==> config.mk <==
export PLATFORM = sky130hd
export DESIGN_NAME = esp_cmd_parser_flat
export DESIGN_NICKNAME = d
export VERILOG_FILES = /design/src/hdl/esp_link_pkg.sv /design/src/hdl/esp_cmd_if.sv /design/src/hdl/esp_cmd_parser.sv /design/src/flat_wrapper.sv
export SDC_FILE = /design/constraint.sdc
export NUM_CORES = 1
export LEC_CHECK = 0
export ABC_AREA = 1
export BUFFER_PORTS_ARGS = -buffer_cell sky130_fd_sc_hd__buf_2
export CORE_ASPECT_RATIO = 1.75
export CORE_MARGIN = 2
export CORE_UTILIZATION = 48
export DETAILED_ROUTE_END_ITERATION = 7
export PLACE_DENSITY_LB_ADDON = 0.12
export SKIP_LAST_GASP = 1
export SLEW_MARGIN = 20
export SYNTH_ARGS = -nofsm -noshare
export SYNTH_HDL_FRONTEND = slang
export SYNTH_SLANG_ARGS = --single-unit
export TNS_END_PERCENT = 100
==> constraint.sdc <==
create_clock -name clk -period 2.4 [get_ports clk]
set_input_delay 0.36 -clock clk [delete_from_list [all_inputs] [get_ports clk]]
set_output_delay 0.36 -clock clk [all_outputs]
set_load 0.005 [all_outputs]
==> src/hdl/esp_link_pkg.sv <==
package esp_link_pkg;

  // one byte on the esp link
  typedef logic [7:0] byte_t;

  // command codes understood by the parser
  // numbering matches the esp firmware
  typedef enum logic [7:0] {
    get_cookie       = 8'd0,
    get_version      = 8'd15,
    set_led          = 8'd26,
    set_spi_ctrl_reg = 8'd29,
    set_spi_data     = 8'd30,
    get_spi_data     = 8'd31,
    set_esp_status   = 8'd32,
    set_printer_en   = 8'd33
  } cmd_code_e;

  // magic byte so the esp can detect the fpga
  localparam byte_t COOKIE = 8'hAF;

  // firmware version, packed as {major, minor}
  localparam logic [2:0] VERSION_MAJOR = 3'd0;
  localparam logic [4:0] VERSION_MINOR = 5'd3;

  // flash control register layout
  // bit 7 is chip select, active high inside the register
  localparam int FLASH_CS_BIT = 7;

endpackage

==> src/hdl/esp_cmd_if.sv <==
interface esp_cmd_if;
  import esp_link_pkg::*;

  // one-cycle command strobe
  logic      action;
  cmd_code_e cmd;
  byte_t     param;

  // flash shift register, read back by get_spi_data
  byte_t     rx_data;

  modport parser (
    output action,
    output cmd,
    output param,
    input  rx_data
  );

  modport target (
    input  action,
    input  cmd,
    input  param,
    output rx_data
  );

endinterface

==> src/hdl/esp_cmd_parser.sv <==
module esp_cmd_parser (
  input  logic                clk,
  input  logic                cass_out_sel_n,
  input  esp_link_pkg::byte_t rx_byte,
  input  logic                byte_valid,
  output esp_link_pkg::byte_t tx_byte,
  output logic                spi_error,
  esp_cmd_if.parser           cmd
);
  import esp_link_pkg::*;

  typedef enum logic {
    idle,
    read_param
  } state_t;

  state_t    state;
  cmd_code_e code;
  logic      known;
  logic      needs_param;

  // decode the incoming byte as a command code
  always_comb begin
    code        = cmd_code_e'(rx_byte);
    known       = 1'b1;
    needs_param = 1'b0;
    case (code)
      get_cookie,
      get_version,
      get_spi_data: begin
        needs_param = 1'b0;
      end
      set_led,
      set_spi_ctrl_reg,
      set_spi_data,
      set_esp_status,
      set_printer_en: begin
        needs_param = 1'b1;
      end
      default: begin
        known = 1'b0;
      end
    endcase
  end

  // command fsm and action strobe
  always_ff @(posedge clk or negedge cass_out_sel_n) begin
    if (!cass_out_sel_n) begin
      state      <= idle;
      cmd.action <= 1'b0;
      cmd.cmd    <= get_cookie;
      spi_error  <= 1'b0;
    end else begin
      cmd.action <= 1'b0;
      if (byte_valid) begin
        case (state)
          idle: begin
            if (!known) begin
              // sticky until reset
              spi_error <= 1'b1;
            end else begin
              cmd.cmd <= code;
              if (needs_param)
                state <= read_param;
              else
                cmd.action <= 1'b1;
            end
          end
          read_param: begin
            cmd.action <= 1'b1;
            state      <= idle;
          end
          default: begin
            state <= idle;
          end
        endcase
      end
    end
  end

  // parameter capture and response byte
  always_ff @(posedge clk) begin
    if (byte_valid && state == read_param)
      cmd.param <= rx_byte;
    if (cmd.action) begin
      case (cmd.cmd)
        get_cookie:   tx_byte <= COOKIE;
        get_version:  tx_byte <= {VERSION_MAJOR, VERSION_MINOR};
        get_spi_data: tx_byte <= cmd.rx_data;
        // other commands leave the last response in place
        default:      tx_byte <= tx_byte;
      endcase
    end
  end

  a_action_after_byte: assert property (
    @(posedge clk) disable iff (!cass_out_sel_n) cmd.action |-> $past(byte_valid)
  );

endmodule

==> src/flat_wrapper.sv <==
// flat-port wrapper written by rule: the top's interface ports become plain ports
module esp_cmd_parser_flat import esp_link_pkg::*;
  (clk, cass_out_sel_n, rx_byte, byte_valid, tx_byte, spi_error, cmd_action, cmd_cmd, cmd_param, cmd_rx_data);
  esp_cmd_if cmd_i ();
  input  logic clk;
  input  logic cass_out_sel_n;
  input  esp_link_pkg::byte_t rx_byte;
  input  logic byte_valid;
  output esp_link_pkg::byte_t tx_byte;
  output logic spi_error;
  output wire logic [$bits(cmd_i.action)-1:0] cmd_action;
  output wire logic [$bits(cmd_i.cmd)-1:0] cmd_cmd;
  output wire logic [$bits(cmd_i.param)-1:0] cmd_param;
  input wire logic [$bits(cmd_i.rx_data)-1:0] cmd_rx_data;
  assign cmd_action = cmd_i.action;
  assign cmd_cmd = cmd_i.cmd;
  assign cmd_param = cmd_i.param;
  assign cmd_i.rx_data = cmd_rx_data;
  esp_cmd_parser u_core (.clk(clk), .cass_out_sel_n(cass_out_sel_n), .rx_byte(rx_byte), .byte_valid(byte_valid), .tx_byte(tx_byte), .spi_error(spi_error), .cmd(cmd_i));
endmodule
==> results.py <==
metrics = {
    "floorplanning": {
        "fp.dieH_um": 70.9,
        "floorplan.die_area_um2": 2990,
        "rows": 24,
        "dieWidth_um": 42.2,
        "core_um2": 2460,
        "io-pin-count": 45,
        "start_util": 0.498,
    },
    "clocking": {
        "cts_root_buf": "clkbuf_8",
        "cts.htree.levels": 1,
        "clk_pin_slew_worst_paths_ns": 0.08,
        "cts_setup_buffers": 0,
        "cts_tree": "done",
        "clock_path_buffers": 2,
        "clkSinkCount": 27,
        "clock_latency_ns": 0.26,
        "cts_buffers": 3,
    },
    "worst_hold_path": {
        "hold_class": "in2reg",
    },
    "sta": {
        "relSlewSlack": 0.730,
        "fin_crit_sh": 0.617,
        "clock_skew_ns": 0.00151,
        "tns_ns": 0,
        "final_hold_viol_count": 0,
        "clock.fmax_mhz": 676,
        "worstMarginPinSlew_ns": 0.404,
        "rsz0062_at_grt": "false",
        "setup_viol": 0,
        "drv_slew": 0,
        "min_period_ns": 1.48,
    },
    "place": {
        "io_buffers": 44,
        "dpl.cell_count": 201,
        "gp_congestion": 0.823,
        "dp_hpwl_mm": 1.96,
    },
    "routing": {
        "first_pass_iters": 4,
        "routedWlPerCell_um": 11.5,
        "wirelength_mm": 2.36,
        "antenna_left": 0,
        "vias": 1002,
        "drc": 0,
        "first_iter_violations": 18,
        "viasPerCell": 4.86,
    },
    "logic_synthesis": {
        "synth_top_area_cell": "edfxtp_1",
        "yosys_warnings": 0,
        "ys_types": 19,
        "netlist_top_cells_area": "edfxtp_1 39%, dfrtp_1 22%, nand2_1 13%",
        "ys_seq_area_frac": 0.616,
        "netlist_area_um2": 1230,
        "avgSynthCellArea_um2": 9.43,
        "synth_top_area_share": 0.392,
        "ys_seq_elements": 27,
        "syn_inst": 130,
        "synth_nets": 149,
    },
    "global_route": {
        "grt_max_degree": 16,
        "grt_use_total": 0.183,
        "grt_pass1_wl_mm": 4.19,
        "grt_pass1_vias": 1024,
        "antenna_found_initial": 0,
        "grt_remaining_overflow": 0,
    },
    "pwr": {
        "p_leak_uw": 0.000801,
        "power_density_nw_per_um2": 598,
        "ir_worst_vdd_uv": 445,
        "finalPower_uw": 923,
    },
    "finish": {
        "final_nets": 200,
        "drive_gt1_frac": 0.350,
        "stdcell_count": 206,
        "final_cell_mix": "44 x buf_2, 41 x nand2_1, 16 x edfxtp_1, 14 x inv_1, 13 x nor2_1",
        "area_delta_synth_final_pct": 25.8,
        "antenna_cells": 0,
        "layout_commonest_cell": "buf_2",
    },
    "setup_path": {
        "critPathKind": "reg2reg",
        "endpoint_kind": "flip-flop",
        "cp_slowest_stage_delay_ns": 0.40,
        "worstPathMaxFanout": 4,
        "cpMaxStageDelayCell": "dfrtp_1",
        "startpoint_type": "flip-flop",
        "cp_data_required_time_ns": 2.42,
        "crit_chain": "nor3_1, nand2_1, nor2_1, inv_1, or2_1",
        "critPathArrivalTime_ns": 1.50,
    },
    "run": {
        "maxCapViolations": 0,
    },
    "status": {
        "status": "complete, no violations",
    },
}
[cell usage after synthesis]
cell type / n
nor2_1: 13
nand2_1: 41
nor3_1: 2
nor2_4: 1
a21boi_0: 1
nand3b_1: 1
inv_2: 4
o21ai_0: 2
dfrtp_1: 11
nand2_2: 3
a21boi_1: 2
or2_1: 2
nand4_1: 2
nor2_2: 4
inv_1: 14
nand2_4: 2
nand3_1: 8
o21bai_1: 1
edfxtp_1: 16
[state kept, by name, summed over array words and instances (netlist names)]
| register | count |
|---|---|
| u_core.state | 1 |
| u_core.cmd.param | 8 |
| u_core.cmd.cmd | 8 |
| u_core.cmd.action | 1 |
| u_core.spi_error | 1 |
| u_core.tx_byte | 8 |
[power breakdown]
part	switching, µW	internal (µW)
registers	31.8	519
clock network	127	116
logic	72.1	57.2
total	231	692
[worst paths after layout]
| path | from | to | slack (ns) | cells past startpoint |
|---|---|---|---|---|
| worst max-delay path | u_core.cmd.cmd[5] | u_core.tx_byte[1] | 0.92 | 5 |
| worst min-delay path | rx_byte[7] | u_core.cmd.param[7] | 0.28 | 1 |
| worst max register to register | u_core.cmd.cmd[5] | u_core.tx_byte[1] | 0.92 | 5 |
| worst min register to register | u_core.spi_error | u_core.spi_error | 0.48 | 1 |
| max in group asynchronous | cass_out_sel_n | u_core.cmd.cmd[0] | 1.72 | 2 |
| min in group asynchronous | cass_out_sel_n | u_core.cmd.cmd[2] | 0.49 | 2 |
[area by class of cell]
cell class              instances  area, µm²
clock buffers                   3       41.3
repair buffers                 46        238
inverters                      18       67.6
flip-flops and latches         27        756
clock inverters                 1       5.00
well taps                      26       32.5
fillers                       222        920
multi-input cells              85        403
[cell families (layout without fill, tap and decap cells)]
group / after synthesis / after routing / synth area share
simple gates: 79 / 79 / 0.296
buf+inv: 18 / 68 / 0.0551
flops: 27 / 27 / 0.616
compound gates: 6 / 6 / 0.0327
[per-layer routing]
metal,up-vias,share of wire,GRT usage
li1,513,-,-
met1,455,0.36,0.179
met2,30,0.56,0.357
met3,4,0.060,0.0255
met4,0,0.020,0.0833
met5,-,0,0
[per-stage QoR]
step / area [µm²] / setup slack [ns] / util / hold WS, ns
CTS: 1540 / 0.888 / 0.627 / 0.279
finish: 1540 / 0.920 / 0.627 / 0.280
detailed placement: 1490 / 0.902 / 0.604 / 0.237
global placement: 1490 / 0.922 / 0.604 / 0.233
floorplan: 1230 / 0.626 / - / 0.0644
global route: 1540 / 0.851 / 0.627 / 0.270
[critical path: cells and delay by family, from the launching register on]
family / cells / cell delay (ns)
buffers and inverters: 1 / 0.09
DFF: 1 / 0.40
and+or+nand+nor: 4 / 0.74
[repair_timing]
action,CTS,global route
hold buffers,1,0
hold endpoints to repair,11,0
setup endpoints to repair,0,0
gates resized for setup,0,0
Power figures use the tool's default switching activity.
