<file path="config.mk">
export PLATFORM = sky130hd
export DESIGN_NAME = flash_spi_master_flat
export DESIGN_NICKNAME = d
export VERILOG_FILES = /design/src/hdl/esp_link_pkg.sv /design/src/hdl/esp_cmd_if.sv /design/src/hdl/flash_spi_master.sv /design/src/flat_wrapper.sv
export SDC_FILE = /design/constraint.sdc
export NUM_CORES = 1
export LEC_CHECK = 0
export BUFFER_PORTS_ARGS = -buffer_cell sky130_fd_sc_hd__buf_2
export CAP_MARGIN = 20
export CORE_MARGIN = 5
export CORE_UTILIZATION = 30
export DETAILED_ROUTE_END_ITERATION = 16
export GPL_ROUTABILITY_DRIVEN = 1
export SYNTH_ARGS = -nofsm -noshare
export SYNTH_HDL_FRONTEND = slang
export SYNTH_SLANG_ARGS = --single-unit
</file>
<file path="constraint.sdc">
create_clock -name clk -period 1.4 [get_ports clk]
set_input_delay 0.07 -clock clk [delete_from_list [all_inputs] [get_ports clk]]
set_output_delay 0.07 -clock clk [all_outputs]
set_load 0.05 [all_outputs]
</file>
<file path="src/hdl/esp_link_pkg.sv">
package esp_link_pkg;

  // one byte on the esp link
  typedef logic [7:0] byte_t;

  // command codes understood by the parser
  // numbering matches the esp firmware
  typedef enum logic [7:0] {
    get_cookie       = 8'd0,
    get_version      = 8'd15,
    set_led          = 8'd26,
    set_spi_ctrl_reg = 8'd29,
    set_spi_data     = 8'd30,
    get_spi_data     = 8'd31,
    set_esp_status   = 8'd32,
    set_printer_en   = 8'd33
  } cmd_code_e;

  // magic byte so the esp can detect the fpga
  localparam byte_t COOKIE = 8'hAF;

  // firmware version, packed as {major, minor}
  localparam logic [2:0] VERSION_MAJOR = 3'd0;
  localparam logic [4:0] VERSION_MINOR = 5'd3;

  // flash control register layout
  // bit 7 is chip select, active high inside the register
  localparam int FLASH_CS_BIT = 7;

endpackage

</file>
<file path="src/hdl/esp_cmd_if.sv">
interface esp_cmd_if;
  import esp_link_pkg::*;

  // one-cycle command strobe
  logic      action;
  cmd_code_e cmd;
  byte_t     param;

  // flash shift register, read back by get_spi_data
  byte_t     rx_data;

  modport parser (
    output action,
    output cmd,
    output param,
    input  rx_data
  );

  modport target (
    input  action,
    input  cmd,
    input  param,
    output rx_data
  );

endinterface

</file>
<file path="src/hdl/flash_spi_master.sv">
module flash_spi_master #(
  parameter int FLASH_HALF_LOG2 = 3
) (
  input  logic      clk,
  input  logic      cass_out_sel_n,
  esp_cmd_if.target cmd,
  input  logic      flash_spi_so,
  output logic      flash_spi_cs_n,
  output logic      flash_spi_clk,
  output logic      flash_spi_si
);
  import esp_link_pkg::*;

  // busy bit on top of 8 bits times one full flash clock period
  localparam int CNT_W = FLASH_HALF_LOG2 + 5;
  localparam logic [CNT_W-1:0] CNT_START = 1 << (CNT_W - 1);
  localparam logic [FLASH_HALF_LOG2:0] MID_PHASE = 1 << FLASH_HALF_LOG2;

  byte_t                  ctrl_reg;
  byte_t                  shift_reg;
  logic [CNT_W-1:0]       bit_cnt;
  logic [FLASH_HALF_LOG2:0] phase;
  logic                   busy;
  logic                   start;
  logic                   sdo;

  assign busy  = bit_cnt[CNT_W-1];
  assign phase = bit_cnt[FLASH_HALF_LOG2:0];
  // no back-pressure, a request during a transfer is dropped
  assign start = cmd.action && (cmd.cmd == set_spi_data) && !busy;

  always_ff @(posedge clk or negedge cass_out_sel_n) begin
    if (!cass_out_sel_n) begin
      ctrl_reg <= '0;
      bit_cnt  <= '0;
      sdo      <= 1'b0;
    end else begin
      if (cmd.action && cmd.cmd == set_spi_ctrl_reg)
        ctrl_reg <= cmd.param;
      if (busy) begin
        bit_cnt <= bit_cnt + 1'b1;
        // drive next bit while the clock is low
        if (phase == '0)
          sdo <= shift_reg[7];
      end else if (start) begin
        bit_cnt <= CNT_START;
      end
    end
  end

  // sample the flash output at mid-period, clock high
  always_ff @(posedge clk) begin
    if (busy) begin
      if (phase == MID_PHASE)
        shift_reg <= {shift_reg[6:0], flash_spi_so};
    end else if (start) begin
      shift_reg <= cmd.param;
    end
  end

  assign cmd.rx_data    = shift_reg;
  assign flash_spi_cs_n = ~ctrl_reg[FLASH_CS_BIT];
  assign flash_spi_clk  = bit_cnt[FLASH_HALF_LOG2];
  assign flash_spi_si   = sdo;

  a_clk_idle_low: assert property (
    @(posedge clk) disable iff (!cass_out_sel_n) (!busy && !start) |=> !flash_spi_clk
  );

endmodule

</file>
<file path="src/flat_wrapper.sv">
// flat-port wrapper written by rule: the top's interface ports become plain ports
module flash_spi_master_flat import esp_link_pkg::*;
#(
  parameter int FLASH_HALF_LOG2 = 3
)
  (clk, cass_out_sel_n, flash_spi_so, flash_spi_cs_n, flash_spi_clk, flash_spi_si, cmd_action, cmd_cmd, cmd_param, cmd_rx_data);
  esp_cmd_if cmd_i ();
  input  logic clk;
  input  logic cass_out_sel_n;
  input  logic flash_spi_so;
  output logic flash_spi_cs_n;
  output logic flash_spi_clk;
  output logic flash_spi_si;
  input wire logic [$bits(cmd_i.action)-1:0] cmd_action;
  input wire logic [$bits(cmd_i.cmd)-1:0] cmd_cmd;
  input wire logic [$bits(cmd_i.param)-1:0] cmd_param;
  output wire logic [$bits(cmd_i.rx_data)-1:0] cmd_rx_data;
  assign cmd_i.action = cmd_action;
  assign cmd_i.cmd = cmd_cmd;
  assign cmd_i.param = cmd_param;
  assign cmd_rx_data = cmd_i.rx_data;
  flash_spi_master #(.FLASH_HALF_LOG2(FLASH_HALF_LOG2)) u_core (.clk(clk), .cass_out_sel_n(cass_out_sel_n), .cmd(cmd_i), .flash_spi_so(flash_spi_so), .flash_spi_cs_n(flash_spi_cs_n), .flash_spi_clk(flash_spi_clk), .flash_spi_si(flash_spi_si));
endmodule
</file>
==> results.cfg, run 1 <==
[outcome]
status = finished clean

[finish]
area_growth_pct = 31.01
final_cell_mix = buf_2 (30), mux2_2 (9), dfrtp_1 (9)
stdcell_count = 157
final_util_pct = 40.33
final_common_cell = buf_2
stdcell_area_mm2 = 0.001221
diodes = 0
nNetsFinal = 136
drive_above_1_share_pct = 52.21

[timing]
fmax_mhz = 740.4
whs_ns = 0.01919
fin_crit_sh_pct = 96.47
worstMarginPinSlew_ns = 0.3189
finalSetupViolCount = 0
min_period_ns = 1.351
finalSetupTns_ns = 0
timing.final.ws_setup_ns = 0.04944
final_max_slew_viol_count = 0
clock_skew_ns = 0.007804
finalHoldViolations = 0
rsz0062_at_grt = no
relSlewSlack_pct = 78.62

[floorplanning]
num_io_pins = 31
initial_core_util_pct = 30.79
die_x_um = 65.74
die-area_mm2 = 0.004322
dieHeight_um = 65.74
core-area_mm2 = 0.003028
rows = 20

[clocking]
cts.htree.levels = 1
clock_latency_ns = 0.29
cts_made_buffers = 3
tritoncts = done
clk_pin_slew_ns = 0.11
post_cts_buffers = 0
clock-sinks = 18
clock-root-buffer = clkbuf_4
cts_buffer_depth = 2

[global_route]
grt_pass1_vias = 658
grt_util_met3_pct = 4.274
grt-ovfl-total = 0
grt_use_met2_pct = 15.02
met1_usage_pct = 11.71
grt_max_degree = 11
grt_pass1_wl_um = 3070
antenna_found_initial = 0
grt_usage_pct = 9.385
grt-busiest-layer = met2

[worst_setup_path]
cp-end-kind = flop
cp_data_arrival_time_ns = 1.55
start_kind = flop
critPathKind = flop to flop
required_ns = 1.60
critPathMaxFanout = 10

[pwr]
combPwrFrac_pct = 28.7
swShare_pct = 31.62
p_switching_mw = 0.4072
p_leak_nw = 0.5025
ir_drop_uv = 529.2
internal-power_mw = 0.8805
p_per_area_mw_per_mm2 = 1054
power_frac_clock_pct = 20.4
total_power_mw = 1.288
power_frac_seq_pct = 50.9

[route]
wl_per_cell_um = 12.21
drc = 0
finalWirelength_um = 1917
dr.pass1.iters = 4
viasPerCell = 4.427
drt-initial-drc-count = 29
ant_nets = 0
vias = 695

[synthesis]
yosysWarnings = 0
yosysSeqAreaShare_pct = 52.62
synth_area_leaders = dfrtp_1 (27%), edfxtp_1 (26%), mux2_2 (11%)
syn_nets = 95
synth-seq-cells = 18
synth_cell_types = 33
yosysTopAreaCellShare_pct = 26.85
syn_avg_cell_area_um2 = 12.77
netlist_area_um2 = 932.1
synth_top_cell_by_area = dfrtp_1
synthCells = 73

[placed_design]
place_congestion = 0.7585
place_ws_ns = -0.01100
place_area_mm2 = 0.001176
hpwlAfterDp_um = 1526
dp_cells = 152
portBuffers = 30

[min_path]
hp-class = input pin to flop

[run]
maxCapViolations = 0
-- power by group through the flow --
stage | Clock (mW) | Sequential (mW) | Combinational (mW)
final | 0.263 | 0.655 | 0.369
after global routing | 0.305 | 0.663 | 0.410
after CTS | 0.281 | 0.655 | 0.373
after detailed placement | 0 | 0.666 | 0.368
after global placement | 0 | 0.664 | 0.368
after floorplan | 0 | 0.729 | 0.166
-- layout make-up --
type | instances | area (um2)
Fill cell | 295 | 1807
Sequential cell | 18 | 491.7
Multi-Input combinational cell | 47 | 412.9
Timing Repair Buffer | 38 | 212.7
Tap cell | 44 | 55.05
Clock buffer | 3 | 22.52
Inverter | 6 | 22.52
Clock inverter | 1 | 3.754
-- synthesized netlist by cell type --
cell and n:
or4_1 1, nand3b_1 1, o21ai_0 4, nand3_1 1, or3_1 1, or2_2 1, nand4_1 1, dfrtp_1 10
ha_1 2, nor4_2 1, nor3_1 1, inv_1 5, o21bai_1 1, buf_6 1, xor2_1 2, inv_2 1
mux2_1 1, nand2b_1 1, mux2_2 9, nor4b_2 1, nand3_2 1, edfxtp_1 8, and4bb_2 1, o211ai_1 1
o31ai_1 2, buf_2 1, nor3_2 1, nand4bb_4 1, nand2_1 7, a41o_1 1, o22ai_1 1, o311ai_0 1
o311ai_1 1
-- kinds of logic after synthesis --
group / synth area share, %
and+or+nand+nor: 17.59
DFF: 52.62
AOI/OAI and AO/OA: 8.994
muxes: 12.08
buffers and inverters: 4.160
xor gates and xnor gates: 1.880
adders and majority gates: 2.684
-- worst paths after layout --
path	cells after the start	slack (ns)	to	from
min reg2reg	1	0.50	u_core.ctrl_reg[7]	u_core.ctrl_reg[7]
max reg2reg	4	0.05	u_core.bit_cnt[5]	u_core.bit_cnt[7]
max in group asynchronous	2	1.04	u_core.bit_cnt[3]	cass_out_sel_n
max	4	0.05	u_core.bit_cnt[5]	u_core.bit_cnt[7]
min in group asynchronous	2	0.15	u_core.bit_cnt[5]	cass_out_sel_n
min	2	0.02	u_core.ctrl_reg[7]	cmd_param[7]
-- what timing repair did --
action / CTS / global route
hold endpoints to repair: 10 / 0
endpoints found under the setup margin: 8 / 0
hold buffers: 1 / 0
gates resized for setup: 1 / 0
-- metal layers --
layer | wire length (um) | part of all wire, %
met5 | 0 | 0
met1 | 842 | 44
met3 | 97 | 5.1
met4 | 0 | 0
met2 | 977 | 51
-- critical path, stage by stage (launching register included) --
cell      delay [ns]
dfrtp_1         0.40
buf_4           0.19
inv_2           0.08
or4_1           0.51
o311ai_1        0.08
Note: power is estimated with default switching activity, not from simulation.
==> run 2, diff against run 1 <==
ABC_AREA = 1   (was default)
clock period = 1.6 ns   (was 1.4 ns; I/O delays follow)
==> results.cfg, run 2 <==
[timing]
finalHoldViolations = 0
clock_skew_ns = 0.002234
min_period_ns = 1.475
fin_crit_sh_pct = 92.19
finalSetupTns_ns = 0
rsz0062_at_grt = no
relSlewSlack_pct = 71.92
fmax_mhz = 677.9
worstMarginPinSlew_ns = 0.4212
final_max_slew_viol_count = 0
whs_ns = 0.03322
finalSetupViolCount = 0

[worst_setup_path]
required_ns = 1.57
cp_data_arrival_time_ns = 1.44
critPathMaxFanout = 8
cp-end-kind = flop
start_kind = flop
critPathKind = flop to flop

[clocking]
cts_made_buffers = 3
clock_latency_ns = 0.30
cts_buffer_depth = 2
cts.htree.levels = 1
clock-sinks = 18
tritoncts = done
clk_pin_slew_ns = 0.11
clock-root-buffer = clkbuf_4
post_cts_buffers = 0

[global_route]
grt-ovfl-total = 0
grt_max_degree = 18
grt_pass1_wl_um = 3850
grt_pass1_vias = 869
antenna_found_initial = 0
grt_usage_pct = 11.29

[synthesis]
syn_nets = 149
synth_ff_type = dfrtp_1
synth_compound_area_share_pct = 2.803
synth.most_common_cell = nand2_1
synth_adder_area_share_pct = 2.548
async_flop_share_pct = 55.56
synthCells = 127
synth-seq-cells = 18
yosysWarnings = 0
synth-edff-count = 8
synth_simple_gate_area_share_pct = 33.76
synth_top_cell_by_area = dfrtp_1
syn_avg_cell_area_um2 = 7.734
synth_top_family_by_area = simple AND/OR/NAND/NOR gates
synth_cell_types = 16
netlist_area_um2 = 982.2
yosysTopAreaCellShare_pct = 25.48
synth.area.mux_share_pct = 0
synth_xor_area_share_pct = 0.8917
synth_common_cells = nand2_1 (52), inv_1 (18), nand3_1 (18)
yosysSeqAreaShare_pct = 49.94
synth_area_leaders = dfrtp_1 (25%), edfxtp_1 (24%), nand2_1 (20%)

[finish]
nNetsFinal = 184
area_growth_pct = 23.69
final_common_cell = nand2_1
final_cell_mix = nand2_1 (52), buf_2 (30), inv_1 (18), nand3_1 (18), dfrtp_1 (10)
fill_cells = 341
drive_above_1_share_pct = 23.60
diodes = 0

[outcome]
status = finished clean

[pwr]
p_per_area_mw_per_mm2 = 891.7
total_power_mw = 1.083
ir_drop_uv = 289.8
p_leak_nw = 0.6467

[placed_design]
hpwlAfterDp_um = 1683
place_congestion = 0.7892
portBuffers = 30

[route]
finalWirelength_um = 2191
dr.pass1.iters = 4
viasPerCell = 4.385
drc = 0
vias = 899
wl_per_cell_um = 10.69
drt-initial-drc-count = 37
ant_nets = 0

[floorplanning]
dieHeight_um = 67.22
num_io_pins = 31
rows = 20
core-area_mm2 = 0.003103
die_x_um = 67.22
initial_core_util_pct = 31.65
die-area_mm2 = 0.004519

[min_path]
hp-class = input pin to flop

[run]
maxCapViolations = 0
## run 2: changes by cell type after synthesis, sizes merged, moves of 2 or more
| cell | change |
|---|---|
| inv | +13 |
| mux2 | -10 |
| nand2 | +45 |
| nand3 | +16 |
| nor2 | +7 |
| nor3 | -2 |
| o311ai | -2 |
| o31ai | -2 |
## run 2: through the flow
step	util [%]	std cells	instance area, um2	worst slack (ns)
after global routing	39.15	205	1215	0.02168
after detailed placement	37.98	200	1179	0.1410
after global placement	37.98	200	1179	0.1615
after CTS	39.15	205	1215	0.1080
after floorplan	-	127	985.9	0.1298
final	39.15	205	1215	0.1249
## run 2: power by group
group          total (mW)  internal [mW]  switching [mW]
registers           0.575          0.532          0.0432
clock network       0.243         0.0910           0.152
logic               0.265         0.0939           0.171
## run 2: area by class of cell
cell class                      count  area, um2  share of cell area, %
Timing Repair Buffer               33      175.2                  14.42
Clock buffer                        3      22.52                  1.854
Tap cell                           44      55.05                  4.531
Clock inverter                      1      3.754                 0.3090
Multi-Input combinational cell     87      396.6                  32.65
Inverter                           19      71.32                  5.870
Sequential cell                    18      490.5                  40.37
## run 2: path summary, 6_finish.rpt
| path | start | slack (ns) | endpoint | depth (start not counted) |
|---|---|---|---|---|
| max in group asynchronous | cass_out_sel_n | 1.23 | u_core.bit_cnt[3] | 2 |
| max | u_core.bit_cnt[0] | 0.12 | u_core.cmd.rx_data[7] | 4 |
| min in group asynchronous | cass_out_sel_n | 0.17 | u_core.bit_cnt[4] | 2 |
| min reg2reg | u_core.ctrl_reg[7] | 0.48 | u_core.ctrl_reg[7] | 2 |
| max reg2reg | u_core.bit_cnt[0] | 0.12 | u_core.cmd.rx_data[7] | 4 |
| min | cmd_param[7] | 0.03 | u_core.ctrl_reg[7] | 3 |
## run 2: kinds of logic after synthesis
family | after synthesis
AOI/OAI and AO/OA | 5
xor gates and xnor gates | 1
adders and majority gates | 2
buffers and inverters | 22
DFF | 18
and+or+nand+nor | 79
## run 2: critical path: stages (launching register included)
cell and delay, ns:
dfrtp_1 0.43, inv_1 0.09, ha_1 0.16, nand3_1 0.09, o21ai_2 0.36
## run 2: metal layers
layer,track usage [%],vias up,routed length (um)
met4,4.557,0,27
met5,0,-,0
met1,14.31,398,1024
met2,18.77,30,1030
met3,2.163,4,108
li1,-,467,-
## run 2: timing repair
item                                   CTS  global route
resized for setup                        0             0
endpoints found under the hold margin   10             0
hold buffers                             1             0
==> run 3, diff against run 2 <==
ABC_AREA = default   (was 1)
CELL_PAD_IN_SITES_DETAIL_PLACEMENT = 1   (was default)
CELL_PAD_IN_SITES_GLOBAL_PLACEMENT = 2   (was default)
CORE_ASPECT_RATIO = 0.8   (was default)
PLACE_DENSITY_LB_ADDON = 0.1   (was default)
==> results.cfg, run 3 (synthesis gave the netlist of run 1 again) <==
[worst_setup_path]
cpMaxStageDelayCell = dfrtp_1
critical_path_buf_inv_count = 0
start_kind = flop
required_ns = 1.52
path_cells = nor4_2 > a41o_1
r2r-end = u_core.cmd.rx_data[5]
critPathKind = flop to flop
reg2regPathDepth = 2
max_stage_delay_ns = 0.40
cp_data_arrival_time_ns = 1.36
rr_startpoint = u_core.bit_cnt[7]
crit_family = flip-flops
r2r_setup_slack_ns = 0.17
critPathMaxFanout = 8
cp-end-kind = flop

[global_route]
grt_pass1_wl_um = 3953
grt-ovfl-total = 0
grt_pass1_vias = 846
grt_usage_pct = 12.24
antenna_found_initial = 0
grt_max_degree = 19

[timing]
rsz0062_at_grt = no
final_max_slew_viol_count = 0
worstMarginPinSlew_ns = 0.3639
fin_crit_sh_pct = 89.64
finalSetupTns_ns = 0
finalSetupViolCount = 0
clock_skew_ns = 0.002723
finalHoldViolations = 0
fmax_mhz = 697.2
min_period_ns = 1.434
relSlewSlack_pct = 75.61

[floorplanning]
die-area_mm2 = 0.004329
dieHeight_um = 59.86
rows = 18
initial_core_util_pct = 30.66
die_x_um = 72.32
num_io_pins = 31
core-area_mm2 = 0.003040

[clocking]
cts.htree.levels = 1
post_cts_buffers = 0
tritoncts = done
clock_latency_ns = 0.25
clock-sinks = 18
clk_pin_slew_ns = 0.07
cts_buffer_depth = 2
cts_made_buffers = 3
clock-root-buffer = clkbuf_8

[finish]
area_growth_pct = 28.05
final_cell_mix = buf_2 (30), dfrtp_1 (10), mux2_2 (9)
final_common_cell = buf_2
diodes = 0
stdcell_area_mm2 = 0.001194
drive_above_1_share_pct = 48.62
stdcell_count = 149
nNetsFinal = 132

[placed_design]
portBuffers = 30
dp_cells = 144
place_congestion = 0.7445
place_area_mm2 = 0.001139
hpwlAfterDp_um = 1852

[route]
dr.pass1.iters = 4
viasPerCell = 4.859
finalWirelength_um = 2285
drt-initial-drc-count = 8
drc = 0
ant_nets = 0
vias = 724
wl_per_cell_um = 15.34

[min_path]
hold_start = cmd_param[7]
min_to = u_core.ctrl_reg[7]
hold-path-cell-count = 2
hp-class = input pin to flop

[run]
maxCapViolations = 0

[pwr]
ir_drop_uv = 533.7
p_leak_nw = 0.4941
p_per_area_mw_per_mm2 = 997.8

[outcome]
status = finished clean
## run 3: cell types whose count changed in the layout (fill, tap and decap cells not counted), sizes merged, moves of 2 or more
cell | before | now
nand2 | 52 | 7
nand3 | 18 | 2
inv | 19 | 6
mux2 | 0 | 10
nor2 | 7 | 0
nor3 | 0 | 2
o311ai | 0 | 2
o31ai | 0 | 2
## run 3: final cells by class
class	instances	area, um2
Fill cell	348	1847
Inverter	6	22.52
Clock inverter	1	3.754
Multi-Input combinational cell	47	402.9
Timing Repair Buffer	34	182.7
Tap cell	40	50.05
Clock buffer	3	41.29
Sequential cell	18	490.5
## run 3: repair_timing
action | CTS | global route
setup endpoints to repair | 0 | 0
hold buffers | 1 | 0
endpoints found under the hold margin | 10 | 0
resized for setup | 0 | 0
## run 3: per-stage QoR
stage / utilization [%] / power (mW) / setup WS [ns] / hold WS, ns
2_1_floorplan: - / 0.7822 / 0.1558 / -0.2156
3_3_place_gp: 37.45 / 0.8676 / 0.1657 / -0.02564
3_5_place_dp: 37.45 / 0.8835 / 0.1200 / -0.02400
4_1_cts: 39.26 / 1.216 / 0.1490 / 0.09652
5_1_grt: 39.26 / 1.275 / 0.06428 / 0.1084
6_report: 39.26 / 1.191 / 0.1657 / 0.09297
## run 3: report_power, final
| group | internal [mW] | leakage, nW | switching [mW] |
|---|---|---|---|
| clock network | 0.171 | 0.0231 | 0.153 |
| logic | 0.115 | 0.265 | 0.164 |
| registers | 0.532 | 0.206 | 0.0555 |
## run 3: metal layers
layer | vias up | global-route usage, % | routed length [um]
li1 | 345 | - | -
met1 | 352 | 14.40 | 995
met2 | 25 | 22.18 | 1120
met3 | 2 | 3.697 | 151
met4 | 0 | 2.413 | 17
met5 | - | 0 | 0
## run 3: worst max path at each step
| stage | end | slack (ns) | startpoint | depth (start not counted) |
|---|---|---|---|---|
| finish | u_core.cmd.rx_data[5] | 0.17 | u_core.bit_cnt[7] | 2 |
| floorplan | u_core.cmd.rx_data[0] | 0.16 | u_core.bit_cnt[3] | 1 |
| CTS | u_core.bit_cnt[5] | 0.15 | u_core.bit_cnt[7] | 4 |
| detailed placement | u_core.cmd.rx_data[5] | 0.12 | cmd_cmd[6] | 4 |
| global placement | u_core.bit_cnt[5] | 0.17 | u_core.bit_cnt[7] | 4 |
| global route | u_core.cmd.rx_data[1] | 0.06 | u_core.bit_cnt[7] | 2 |
## run 3: worst reg2reg max path, cell delays in order (launching register included)
cell,delay (ns)
dfrtp_1,0.40
nor4_2,0.35
a41o_1,0.36
